<file path="config.mk">
export PLATFORM = sky130hd
export DESIGN_NAME = load_store_unit
export DESIGN_NICKNAME = d
export VERILOG_FILES = /design/src/verilog/dmem_pkg.sv /design/src/verilog/load_store_unit.sv
export SDC_FILE = /design/constraint.sdc
export NUM_CORES = 1
export LEC_CHECK = 0
export BUFFER_PORTS_ARGS = -buffer_cell sky130_fd_sc_hd__buf_2
export CAP_MARGIN = 20
export CORE_ASPECT_RATIO = 2
export CORE_MARGIN = 8
export CORE_UTILIZATION = 42
export DETAILED_ROUTE_END_ITERATION = 7
export PLACE_DENSITY = 0.84
export SYNTH_ARGS = -nofsm -noshare
export SYNTH_HDL_FRONTEND = slang
export SYNTH_SLANG_ARGS = --single-unit
</file>
<file path="constraint.sdc">
create_clock -name clk -period 4.25 [get_ports clk]
set_input_delay 0.2125 -clock clk [delete_from_list [all_inputs] [get_ports clk]]
set_output_delay 0.2125 -clock clk [all_outputs]
set_load 0.02 [all_outputs]
</file>
<file path="src/verilog/dmem_pkg.sv">
`default_nettype none

package dmem_pkg;

  // ~~~~~~~~~~~~~~~~~~~~~~~~~~~~~~~~~~~~~~~~~~~~~~~~~~~~~~~~~~~~
  // scalar types
  // ~~~~~~~~~~~~~~~~~~~~~~~~~~~~~~~~~~~~~~~~~~~~~~~~~~~~~~~~~~~~

  // byte address as issued by the core.
  typedef logic [31:0] byte_addr_t;

  // one data word.
  typedef logic [31:0] word_t;

  // access size.
  typedef enum logic [1:0] {
    MEM_BYTE      = 2'd0,
    MEM_HALF_WORD = 2'd1,
    MEM_WORD      = 2'd2
  } mem_op_t;

  // ~~~~~~~~~~~~~~~~~~~~~~~~~~~~~~~~~~~~~~~~~~~~~~~~~~~~~~~~~~~~
  // memory access
  // ~~~~~~~~~~~~~~~~~~~~~~~~~~~~~~~~~~~~~~~~~~~~~~~~~~~~~~~~~~~~

  // one access as seen by the data RAM, 67 bits.
  // write_data sits in the low bits, the RAM shifts it into its lanes.
  typedef struct packed {
    logic       write_enable;
    mem_op_t    mem_op;
    byte_addr_t byte_address;
    word_t      write_data;
  } mem_req_t;

endpackage

`default_nettype wire

</file>
<file path="src/verilog/load_store_unit.sv">
`timescale 1ns/1ps
`default_nettype none

module load_store_unit (
  input  logic                 clk,
  input  logic                 reset,
  input  logic                 lsu_valid,
  input  logic                 lsu_write,
  input  logic                 lsu_unsigned,
  input  dmem_pkg::mem_op_t    lsu_op,
  input  dmem_pkg::byte_addr_t lsu_addr,
  input  dmem_pkg::word_t      lsu_wdata,
  output dmem_pkg::word_t      lsu_rdata,
  output logic                 lsu_done,
  output logic                 lsu_misaligned,
  output logic                 lsu_req,
  output dmem_pkg::mem_req_t   lsu_mem_req,
  input  logic                 lsu_gnt,
  input  dmem_pkg::word_t      read_data
);
  import dmem_pkg::*;

  logic  misaligned;
  logic  accept;
  logic  held_unsigned;
  word_t load_value;

  // half-words need an even address, words a multiple of 4.
  assign misaligned = ((lsu_op == MEM_HALF_WORD) && lsu_addr[0]) ||
                      ((lsu_op == MEM_WORD) && (lsu_addr[1:0] != 2'b00));
  assign accept     = lsu_valid && !misaligned;

  // ~~~~~~~~~~~~~~~~~~~~~~~~~~~~~~~~~~~~~~~~~~~~~~~~~~~~~~~~~~~~
  // request and completion
  // ~~~~~~~~~~~~~~~~~~~~~~~~~~~~~~~~~~~~~~~~~~~~~~~~~~~~~~~~~~~~

  always_ff @(posedge clk) begin
    if (reset) begin
      lsu_req        <= 1'b0;
      lsu_done       <= 1'b0;
      lsu_misaligned <= 1'b0;
    end else begin
      lsu_done       <= 1'b0;
      lsu_misaligned <= 1'b0;
      if (lsu_req && lsu_gnt) begin
        lsu_req  <= 1'b0;
        lsu_done <= 1'b1;
      end else if (accept) begin
        lsu_req <= 1'b1;
      end else if (lsu_valid) begin
        lsu_misaligned <= 1'b1;
      end
    end
  end

  // held access, steady until the grant.
  always_ff @(posedge clk) begin
    if (accept) begin
      lsu_mem_req <= '{
        write_enable: lsu_write,
        mem_op:       lsu_op,
        byte_address: lsu_addr,
        write_data:   lsu_wdata
      };
      held_unsigned <= lsu_unsigned;
    end
  end

  // ~~~~~~~~~~~~~~~~~~~~~~~~~~~~~~~~~~~~~~~~~~~~~~~~~~~~~~~~~~~~
  // load extension
  // ~~~~~~~~~~~~~~~~~~~~~~~~~~~~~~~~~~~~~~~~~~~~~~~~~~~~~~~~~~~~

  // read data is already rotated, the addressed bytes sit low.
  always_comb begin
    case (lsu_mem_req.mem_op)
      MEM_BYTE:
        load_value = {{24{!held_unsigned && read_data[7]}}, read_data[7:0]};
      MEM_HALF_WORD:
        load_value = {{16{!held_unsigned && read_data[15]}}, read_data[15:0]};
      default:
        load_value = read_data;
    endcase
  end

  always_ff @(posedge clk) begin
    if (lsu_req && lsu_gnt && !lsu_mem_req.write_enable) begin
      lsu_rdata <= load_value;
    end
  end

endmodule

`default_nettype wire

</file>
Word-level counts from Yosys, hierarchy flattened --
Index checks and enable logic that the tools add are counted.
Word-level totals: flip-flop bits (word level) 103, bits of input ports 104, output and inout port bits 102, logic and storage cells 30
Cells by class: eq/ne operators 3, muxes and demuxes 3, reduce and logical (&&, ||, !) cells 15
Operators by type and width (count):
- 32-bit case mux with 2 select lines | 1
- 1-bit logical AND | 7
- 2-bit by 1-bit equality test with 1-bit output (second input constant) | 2
- 1-bit logical NOT | 3
- 3-bit OR reduction | 1
- 2-bit equality test (second input constant) | 1
- 2-bit logical NOT | 1
- 1-bit two-way mux | 2
- 2-bit nonzero test | 1
- 2-bit OR reduction | 1
- 1-bit logical OR | 1

Longest topological paths before layout --
Gate-level depths: netlist (run 1).
depth in word-level cells 6, mapped depth 6, gate-level depth less buffers 3

Worst setup path after synthesis (run 1) --
Ideal clock, no wire load.
kind input to register, start in lsu_addr[0], end reg held_unsigned (enable), library setup time 0.494 ns, arrival time 3.254 ns, data required time 3.756 ns, setup slack 0.502 ns, stages 3, path buffers 0, cell sequence nor2_1 o22ai_1 nor2_1
Between the ends: cells in the longest elaborated chain, start to end 5, elaborated cells on any way between the ends 6, those cells by class reduce/logical: 6
RTL lines:
- from (decl) | RTL line load_store_unit.sv:11 | input dmem_pkg::byte_addr_t lsu_addr,
- 2-bit nonzero test | RTL line load_store_unit.sv:30 | ((lsu_op == MEM_WORD) && (lsu_addr[1:0] != 2'b00));
- 1-bit logical AND | RTL line load_store_unit.sv:30
- 1-bit logical OR (*) | RTL line load_store_unit.sv:29 | assign misaligned = ((lsu_op == MEM_HALF_WORD) && lsu_addr[0]) ||
- 1-bit logical NOT (*) | RTL line load_store_unit.sv:31 | assign accept = lsu_valid && !misaligned;
- 1-bit logical AND (*) | RTL line load_store_unit.sv:31
- named net accept | RTL line load_store_unit.sv:24 | logic accept;
- to (signal assigned) | RTL line load_store_unit.sv:65 | held_unsigned <= lsu_unsigned;
- to (decl) | RTL line load_store_unit.sv:25 | logic held_unsigned;
The timed path passes the listed nets; every way through them passes the cells marked *. A chain may end at the register's enable or synchronous reset.

Worst setup path in the final report (run 1) --
start reg lsu_mem_req[65] (netlist name), end reg lsu_rdata[16] (data pin)
Between the ends: cells in the longest elaborated chain, start to end 2, elaborated cells on any way between the ends 3, those cells by class eq/ne: 1; mux: 1; reduce/logical: 1
RTL lines:
- from (decl) | RTL line load_store_unit.sv:17 | output dmem_pkg::mem_req_t lsu_mem_req,
- from (signal assigned) | RTL line load_store_unit.sv:59 | lsu_mem_req <= '{
- 2-bit by 1-bit equality test with 1-bit output / 2-bit logical NOT (equally long branches) | RTL line load_store_unit.sv:75 | case (lsu_mem_req.mem_op)
- 32-bit case mux with 2 select lines (*) | RTL line load_store_unit.sv:75
- named net load_value[16] | RTL line load_store_unit.sv:26 | word_t load_value;
- to (signal assigned) | RTL line load_store_unit.sv:87 | lsu_rdata <= load_value;
- to (decl) | RTL line load_store_unit.sv:13 | output dmem_pkg::word_t lsu_rdata,
Marked as above.

==> results of run 1 <==
## routing by layer
layer	vias up	wire length, µm	global-route usage (%)
met1	1039	2840	14.5
met5	-	0	0
met2	136	4610	25.3
met4	0	244	7.96
met3	18	973	7.30
li1	1061	-	-
## kinds of logic (layout without fill, tap and decap cells)
| logic type | count (synthesis) | in the layout | synth area share [%] |
|---|---|---|---|
| compound gates | 10 | 10 | 1.62 |
| buf+inv | 8 | 224 | 1.58 |
| flops | 103 | 103 | 90.2 |
| mux | 1 | 1 | 0.295 |
| simple gates | 51 | 51 | 6.30 |
## power by group
part           switching (mW)  internal (mW)
clock                   0.324          0.393
sequential             0.0260           1.20
combinational           0.176         0.0914
## per-stage QoR
stage                     power [mW]  std cells  instance area (µm²)
after floorplan                 1.39        173                 3400
after global placement          1.51        469                 4520
after detailed placement        1.52        469                 4520
after CTS                       2.24        485                 4780
after global routing            2.30        485                 4780
final                           2.21        485                 4780
## synthesized netlist by cell type, drive strengths merged
master  instances
mux2i           1
nor2            4
o22ai           1
inv             1
dfxtp           3
or3             1
and4b           1
edfxtp        100
nand2b          1
o41ai           1
o21ai           8
or4b            1
nand2          42
buf             4
or3b            1
clkbuf          3
## flip-flops by register name, indices dropped and copies added (netlist names)
register,flops
held_unsigned,1
lsu_done,1
lsu_mem_req,67
lsu_misaligned,1
lsu_rdata,32
lsu_req,1
## final cells by class
cell class / count / area (µm²) / area share (%)
well taps: 96 / 120 / 2.51
inverters: 1 / 3.75 / 0.0785
clock buffers: 10 / 229 / 4.79
repair buffers: 207 / 1040 / 21.8
clock inverters: 6 / 37.5 / 0.785
flip-flops and latches: 103 / 3060 / 64.0
multi-input cells: 62 / 289 / 6.04
## final timing paths
path                endpoint  slack [ns]            start  depth (start not counted)
min          lsu_mem_req[52]        0.05     lsu_addr[20]                          1
max reg2reg    lsu_rdata[16]        2.47  lsu_mem_req[65]                          2
min reg2reg          lsu_req        0.51          lsu_req                          1
max            lsu_rdata[16]        2.47  lsu_mem_req[65]                          2
==> metrics.txt, run 1 <==
status=finished, final reports clean; family with the most delay on the worst path=flip-flops; Startpoint Class=flop; Cell Pwr Density=463 nW/µm²; critical path, cell by cell=or3_1 > nand2_1; Slew @ Worst Pin=0.754 ns; minimum clock period=approximately 1.8 ns; most common cell after layout, fill and taps aside=buf_2; clock-pin slew on the worst setup and hold paths=0.07 ns; slowest stage delay, CP=0.84 ns; Final #Nets=488; DRT iter0 DRCs=72; Die H=143 µm; CTS Buf Count=9; Synth Cell Area=3400 µm²; Top-Level Pins=206; row cnt=46; Initial Utilization=~43%; Via density=between 4 and 5; Avg Inst Size Synth=19.6 µm²; critical path arrival=1.83 ns; CTS resizes=0; Rel. slew slack=approximately half; Leak Pwr=between 2 and 2.5 nW; routed wire length per instance=17.9 µm; HP Class=input port to flop; drt first pass iters=4; Final GP Congestion=0.770; Overflow after GRT=0; most frequent cells in the layout=205 x buf_2, 100 x edfxtp_1, 42 x nand2_1; DRC viols=0; max cap viols=0; CP Buf/Inv Count=0; CP max stage cell=edfxtp_1; Port Buf Inserts=roughly 200; crit-path max FO=27; setup violators final=0; synth unique cells=17; Antenna Nets Post-Route=0; first-pass GRT wire length=about 13000 µm; RSZ-0062 raised after global routing=no; Area growth, synth to finish=40.9%; vias in the first global route=2408; Post-Route Setup TNS=0 ns; Final Hold Viols=0; core box area=7890 µm²; Ys Warns=0; Synth area leader=edfxtp_1; post-CTS setup buffer count=0; number of synthesized register bits=103; final worst-path setup slack=between 2 and 2.5 ns; Die ar.=roughly 11000 µm²; Worst Setup End Kind=flop; htree depth=3; initial antenna violation count=0; Vias=2254; Seq/Total Area, Yosys=90.2%; routed wire length=around 8700 µm; Die W=~80 µm; hold-fix buffers at CTS=0; Worst EP required=4.30 ns; utilization after layout=60.7%; Tot GR Track Use=15.0%; syn_nets=277; ranking of synthesized cells by area=edfxtp_1 88%, nand2_1 4.6%, dfxtp_1 1.8%; fill count=616; Slew Viols, Final=0; share of layout cells above drive strength 1=57.3%; CTS sink count=103; DP HPWL=7190 µm; worst skew pair latency=0.33 ns; Setup Crit Path Kind=flop to flop; max frequency=563 MHz; Max Root-Sink Buffers=2; share of the synthesized area in the top cell type=88.4%; Mapped Cells=173; Place WS=2.12 ns; Hold WS=between 0.04 and 0.05 ns; ANT cells=0; Root Buffer=clkbuf_16; VDD IR-drop max=between 0.3 and 0.4 mV; period utilization=between 40% and 50%; clk_skew=~0.0081 ns; CTS tree=done; largest net degree at the start of global routing=48
No activity file was read; power rests on OpenSTA's default activity.
==> run 2, diff against run 1 <==
--- a/config.mk
+++ b/config.mk
@@ -9,9 +9,9 @@
 export CAP_MARGIN = 20
 export CORE_ASPECT_RATIO = 2
 export CORE_MARGIN = 8
-export CORE_UTILIZATION = 42
+export CORE_UTILIZATION = 38
 export DETAILED_ROUTE_END_ITERATION = 7
-export PLACE_DENSITY = 0.84
+export PLACE_DENSITY = 0.81
 export SYNTH_ARGS = -nofsm -noshare
 export SYNTH_HDL_FRONTEND = slang
 export SYNTH_SLANG_ARGS = --single-unit
==> constraint.sdc (replaced) <==
create_clock -name clk -period 1.45 [get_ports clk]
set_input_delay 0.0725 -clock clk [delete_from_list [all_inputs] [get_ports clk]]
set_output_delay 0.0725 -clock clk [all_outputs]
set_load 0.02 [all_outputs]
==> run 2 against run 1 <==
Cell area increased by 23%. Routed wire length grew 30%. Via count rose by 21%. Power increased to 3.1 times the previous value. Hold slack got worse by 0.045 ns. Sequential cell count unchanged. Sequential power rose to 2.9 times the previous value. Combinational power rose to 4.1 times the previous value. Non-clock buffer count rose by 95. Clock power rose to 3.2 times the previous value.
==> metrics.txt, run 2 (same netlist as run 1, synthesis figures left out) <==
HP Class=input port to flop; max cap viols=0 (unchanged); CTS tree=done; DRT iter0 DRCs=156 (+120%); utilization after layout=66.5% (+5.8 points); Worst EP required=1.51 ns (-2.79 ns); Biggest register=lsu_mem_req; Startpoint Class=input port; most common cell after layout, fill and taps aside=buf_2; most frequent cells in the layout=205 x buf_2, 100 x edfxtp_1, 87 x dlygate4sd3_1; Leak Pwr=2.58 nW (+21%); htree depth=3 (unchanged); Rel. slew slack=75.3% (+26 points); Top-Level Pins=206 (unchanged); Setup Crit Path Kind=input port to flop; vias in the first global route=3079 (+28%); period utilization=96.5%; first-pass GRT wire length=16700 µm (+32%); row cnt=49 (+6.5%); initial antenna violation count=1 (+1); DP HPWL=7330 µm (+1.9%); Vias=2721 (+21%); Non-Filler Instances=587 (+21%); clock-pin slew on the worst setup and hold paths=0.07 ns (about the same); routed wire length=11300 µm (+30%); Max Root-Sink Buffers=2 (unchanged); slowest stage delay, CP=0.55 ns (-0.29 ns); flip-flop count of the largest register after layout=67 (unchanged); DRC viols=0 (unchanged); RSZ-0062 raised after global routing=no; Port Buf Inserts=205 (unchanged); met3 GRT Util=9.10% (+1.8 points); Top Registers=lsu_mem_req: 67 flops, lsu_rdata: 32 flops; critical path, cell by cell=dlygate4sd3_1 > buf_2 > nand2_1 > o22ai_4 > nor2_4 > buf_12 > clkbuf_16; Die ar.=12400 µm² (+8.8%); max frequency=between 700 and 800 MHz; Overflow after GRT=0 (unchanged); Die W=82.8 µm (+4.1%); setup violators final=0 (unchanged); CTS sink count=103 (unchanged); largest net degree at the start of global routing=38 (-21%); CP Buf/Inv Count=4 (+4); crit-path max FO=18 (-33%); share of layout cells above drive strength 1=49.4% (-7.9 points); M2 GR Usage=29.0% (+3.7 points); CTS Buf Count=9 (unchanged); Initial Utilization=38.5% (-4.6 points); Die H=150 µm (+4.6%); drt first pass iters=4 (unchanged); VDD IR-drop max=0.848 mV (+180%); final worst-path setup slack=0.0507 ns (-2.42 ns); Antenna Nets Post-Route=0 (unchanged); Slew @ Worst Pin=0.366 ns (-0.387 ns); Tot GR Track Use=17.5% (+2.4 points); placed insts=479 (+2.1%); Final #Nets=583 (+19%); Final Hold Viols=0 (unchanged); Final GP Congestion=0.769 (-0.22%); fill count=606 (-1.6%); Cell Pwr Density=1180 nW/µm² (+160%); Root Buffer=clkbuf_16; critical path arrival=1.46 ns (-0.37 ns); Worst Setup End Kind=flop; family with the most delay on the worst path=buffers and inverters; worst skew pair latency=0.34 ns (about the same); minimum clock period=1.40 ns; Hold WS=0.00400 ns (-0.0452 ns); core box area=8830 µm² (+12%); routed wire length per instance=19.2 µm (+7.5%); Area growth, synth to finish=72.8%; status=finished, final reports clean; clk_skew=0.00527 ns (-0.00284 ns); Via density=4.64 (-0.26%); Slew Viols, Final=0 (unchanged); Place WS=0.0325 ns (-2.09 ns); CP max stage cell=dlygate4sd3_1; grt peak-use layer=met2; met1 Use GR=17.7% (+3.2 points)
==> run 2: cell count changes in the layout (fill, tap and decap cells not counted), sizes merged <==
cell | before | now
buf | 207 | 213
clkbuf | 10 | 11
inv | 1 | 4
diode | 0 | 1
dlygate4sd3 | 0 | 87
clkinvlp | 1 | 0
clkinv | 5 | 4
==> run 2: path summary, 6_finish.rpt <==
path                endpoint  cells after the start             from  slack, ns
max          lsu_mem_req[49]                      7      lsu_addr[0]       0.05
min            lsu_rdata[29]                      3    read_data[29]      0.004
max reg2reg     lsu_rdata[8]                      2  lsu_mem_req[65]       0.13
min reg2reg          lsu_req                      1          lsu_req       0.51
==> run 2: layer usage <==
| layer | vias to the layer above | wire (µm) |
|---|---|---|
| met5 | - | 0 |
| met4 | 0 | 367 |
| met3 | 23 | 1430 |
| met2 | 204 | 5600 |
| met1 | 1237 | 3880 |
| li1 | 1257 | - |
==> run 2: report_power, final <==
| part | switching, mW | leakage, nW | internal [mW] |
|---|---|---|---|
| combinational | 0.605 | 1.47 | 0.484 |
| sequential | 0.0686 | 0.966 | 3.52 |
| clock | 1.09 | 0.140 | 1.19 |
==> run 2: worst min-delay path, delay by kind of cell <==
kind / cells / cell delay, ns
buffers and inverters: 1 / 0.08
and+or+nand+nor: 2 / 0.09
==> run 2: stage by stage <==
step                      area, µm²  power, mW  TNS [ns]
after floorplan                3440       4.08    -17.52
after global placement         4630       4.46         0
after detailed placement       4630       4.49         0
after CTS                      5780       6.92         0
after global routing           5870       7.21         0
final                          5870       6.95         0
==> run 2: cell type report <==
class | instances | area, µm² | area share, %
flip-flops and latches | 103 | 3060 | 52.2
repair buffers | 302 | 2060 | 35.1
multi-input cells | 62 | 332 | 5.65
clock buffers | 9 | 225 | 3.84
well taps | 102 | 128 | 2.18
clock inverters | 7 | 55.1 | 0.938
inverters | 1 | 3.75 | 0.0640
diodes | 1 | 2.50 | 0.0427
==> run 2: what timing repair did <==
| item | 4_1_cts | 5_1_grt |
|---|---|---|
| hold endpoints to repair | 88 | 0 |
| endpoints found under the setup margin | 0 | 86 |
| setup buffers | 0 | 2 |
| hold buffers | 87 | 0 |
| resized for setup | 0 | 2 |
==> run 3, diff against run 2 <==
--- a/config.mk
+++ b/config.mk
@@ -11,6 +11,7 @@
 export CORE_MARGIN = 8
 export CORE_UTILIZATION = 38
 export DETAILED_ROUTE_END_ITERATION = 7
+export HOLD_SLACK_MARGIN = 0.1
 export PLACE_DENSITY = 0.81
 export SYNTH_ARGS = -nofsm -noshare
 export SYNTH_HDL_FRONTEND = slang
==> run 3 against run 2 <==
The flow now stops in clock tree synthesis (4_1_cts). Synthesized cell count did not move. Area after synthesis is the same.
==> metrics.txt, run 3 <==
DP HPWL=7330 µm (unchanged); Most used DFF post-synth=edfxtp_1; Max Root-Sink Buffers=2 (unchanged); htree depth=3 (unchanged); EDFF count, synth=100 (unchanged); Initial Utilization=38.5% (unchanged); Ys Warns=0 (unchanged); hold-fix buffers at CTS=101 (+16%); Final GP Congestion=0.769 (unchanged); Root Buffer=clkbuf_16; Port Buf Inserts=205 (unchanged); Avg Inst Size Synth=19.6 µm² (unchanged); synth cell count leaders=100 x edfxtp_1, 42 x nand2_1, 8 x o21ai_0; status=did not finish; share of the synthesized area in the top cell type=88.4% (unchanged); CTS resizes=0 (unchanged); synth unique cells=17 (unchanged); Synth Cell Area=3400 µm² (unchanged); Seq/Total Area, Yosys=90.2% (unchanged); number of synthesized register bits=103 (unchanged); ranking of synthesized cells by area=edfxtp_1 88%, nand2_1 4.6%, dfxtp_1 1.8%; post-CTS setup buffer count=0 (unchanged); Die H=150 µm (unchanged); Halt Stage=clock tree synthesis (4_1_cts); CTS sink count=103 (unchanged); FFs w/ async S/R, synth=0% (unchanged); top-count cell post-synth=edfxtp_1; Synth area leader=edfxtp_1; Die W=82.8 µm (unchanged); error message=[ERROR RSZ-0060] Max buffer count reached.; syn_nets=277 (unchanged); Mapped Cells=173 (unchanged); Top-Level Pins=206 (unchanged); row cnt=49 (unchanged); CTS Buf Count=9 (unchanged)
## run 3: cell counts after synthesis
No cell type changed its count.
## run 3: stage by stage
stage                     utilization (%)  cells  hold slack (ns)  cell area (µm²)  setup WS [ns]
after detailed placement             52.4    479            0.251             4630         0.0325
after floorplan                         -    173            0.145             3440         -0.247
after global placement               52.4    479            0.249             4630          0.110
## run 3: logic make-up after synthesis
logic type	Yosys count	share of synthesized area (%)
compound gates	10	1.62
buf+inv	8	1.58
flops	103	90.2
mux	1	0.295
simple gates	51	6.30
==> run 4, diff against run 3 <==
--- a/config.mk
+++ b/config.mk
@@ -7,12 +7,10 @@
 export LEC_CHECK = 0
 export BUFFER_PORTS_ARGS = -buffer_cell sky130_fd_sc_hd__buf_2
 export CAP_MARGIN = 20
-export CORE_ASPECT_RATIO = 2
 export CORE_MARGIN = 8
-export CORE_UTILIZATION = 38
+export CORE_UTILIZATION = 40
 export DETAILED_ROUTE_END_ITERATION = 7
-export HOLD_SLACK_MARGIN = 0.1
-export PLACE_DENSITY = 0.81
+export PLACE_DENSITY_LB_ADDON = 0.15
 export SYNTH_ARGS = -nofsm -noshare
 export SYNTH_HDL_FRONTEND = slang
 export SYNTH_SLANG_ARGS = --single-unit
==> constraint.sdc (replaced) <==
create_clock -name clk -period 1.89 [get_ports clk]
set_input_delay 0.0945 -clock clk [delete_from_list [all_inputs] [get_ports clk]]
set_output_delay 0.0945 -clock clk [all_outputs]
set_load 0.02 [all_outputs]
==> run 4 against run 3 <==
The flow now finishes without violations.
==> metrics.txt, run 4 (same netlist as run 1, synthesis figures left out) <==
status=finished, final reports clean; CTS sink count=103 (unchanged); worst skew pair latency=0.34 ns; most frequent cells in the layout=205 x buf_2, 100 x edfxtp_1, 77 x dlygate4sd3_1; crit path launch=lsu_addr[0]; Startpoint Class=input port; Worst EP required=1.90 ns; Setup Crit Path Kind=input port to flop; DRC viols=0; CTS resizes=0 (unchanged); Via density=4.37; Place WS=0.398 ns (+0.366 ns); RSZ-0062 raised after global routing=no; Die H=108 µm (-28%); setup violators final=0; switching share of power=between 20% and 30%; max frequency=623 MHz; Die W=108 µm (+31%); critical path arrival=1.62 ns; Slew @ Worst Pin=between 0.4 and 0.5 ns; Biggest register=lsu_mem_req; Area growth, synth to finish=61.2%; Sw Pwr=1.14 mW; clk_skew=about 0.011 ns; register area=3060 µm²; flop2flop setup slack=0.41 ns; Post-Route Setup TNS=0 ns; Final GP Congestion=0.742 (-3.5%); endpoint of the worst hold path=lsu_rdata[24]; Top-Level Pins=206 (unchanged); Initial Utilization=41.3% (+2.9 points); Final Hold Viols=0; Worst Hold Launch=read_data[24]; final worst-path setup slack=roughly 0.29 ns; largest net degree at the start of global routing=64; vias in the first global route=2724; Comb power frac=between 10% and 20%; clock-pin slew on the worst setup and hold paths=0.08 ns; Max Root-Sink Buffers=2 (unchanged); most common cell after layout, fill and taps aside=buf_2; htree depth=3 (unchanged); DP HPWL=6800 µm (-7.2%); Antenna Nets Post-Route=0; CTS Buf Count=9 (unchanged); Vias=2496; Root Buffer=clkbuf_8; first-pass GRT wire length=between 10000 and 15000 µm; max cap viols=0; DRT iter0 DRCs=~120; core box area=8220 µm²; Leak Pwr=2.40 nW; Non-Filler Instances=571; row cnt=33 (-33%); VDD IR-drop max=0.505 mV; minimum clock period=1.60 ns; initial antenna violation count=0; worst r2r src=lsu_mem_req[64]; CTS tree=done; area of the multi-input gates=289 µm²; ANT cells=0; Overflow after GRT=0; Die ar.=11700 µm²; Final #Nets=566; Power Internal=roughly 3.5 mW; HP Class=input port to flop; Hold WS=between 0.02 and 0.025 ns; flip-flop count of the largest register after layout=67; Port Buf Inserts=205 (unchanged); hold depth=3; FF-to-FF path depth=3; Slew Viols, Final=0; drt first pass iters=4; reg2reg end=lsu_rdata[26]; routed wire length per instance=16.9 µm; Cell Pwr Density=between 800 and 900 nW/µm²; fill count=593; Top Registers=lsu_mem_req: 67 flops, lsu_rdata: 32 flops; Worst Setup End Kind=flop; routed wire length=slightly below 10000 µm; Seq pwr share=59.6%; crit-path max FO=between 60 and 70; Tot GR Track Use=between 15 and 20%; utilization after layout=roughly two thirds; share of layout cells above drive strength 1=48.1%; placed insts=479 (unchanged); power share of the clock group=~24%; Rel. slew slack=roughly 68%; period utilization=84.9%
run 4: worst max path at each step:
stage / to / cells after the start
6_report: lsu_mem_req[38] / 6
5_1_grt: lsu_rdata[25] / 3
4_1_cts: lsu_mem_req[62] / 6
3_5_place_dp: lsu_rdata[21] / 3
3_3_place_gp: lsu_rdata[24] / 3
2_1_floorplan: lsu_rdata[0] / 2
run 4: through the flow:
stage                     total power [mW]  instance area, µm²
after floorplan                       3.13                3410
after global placement                3.41                4550
after detailed placement              3.42                4550
after CTS                             4.66                5470
after global routing                  4.79                5470
final                                 4.62                5470
run 4: routing by layer:
metal / part of all wire (%) / wire, µm / track usage (%) / vias up
met3: 14 / 1380 / 8.51 / 10
met5: 0 / 0 / 0 / -
met4: 1.6 / 151 / 7.63 / 0
met2: 48 / 4650 / 26.3 / 147
met1: 36 / 3460 / 16.6 / 1127
li1: - / - / - / 1212
run 4: worst max-delay path, stage by stage:
cell	delay (ns)
dlygate4sd3_1	0.53
buf_2	0.13
nor2_1	0.11
o22ai_1	0.15
nor2_4	0.22
buf_12	0.32
run 4: final cells by class:
| type | count | area share [%] |
|---|---|---|
| clock inverter | 5 | 0.480 |
| tap | 105 | 2.40 |
| timing repair buffer | 285 | 33.5 |
| sequential | 103 | 56.0 |
| clock buffer | 10 | 2.33 |
| multi-input combinational | 62 | 5.28 |
| inverter | 1 | 0.0686 |
run 4: timing repair:
action	CTS	global route
hold buffers	77	0
buffers inserted	0	0
endpoints found under the hold margin	78	0
run 4: power by group through the flow:
| stage | clock (mW) | combinational [mW] | sequential, mW |
|---|---|---|---|
| 3_3_place_gp | 0 | 0.616 | 2.79 |
| 3_5_place_dp | 0 | 0.619 | 2.80 |
| 2_1_floorplan | 0 | 0.116 | 3.01 |
| 6_report | 1.13 | 0.740 | 2.75 |
| 5_1_grt | 1.23 | 0.790 | 2.77 |
| 4_1_cts | 1.17 | 0.743 | 2.75 |
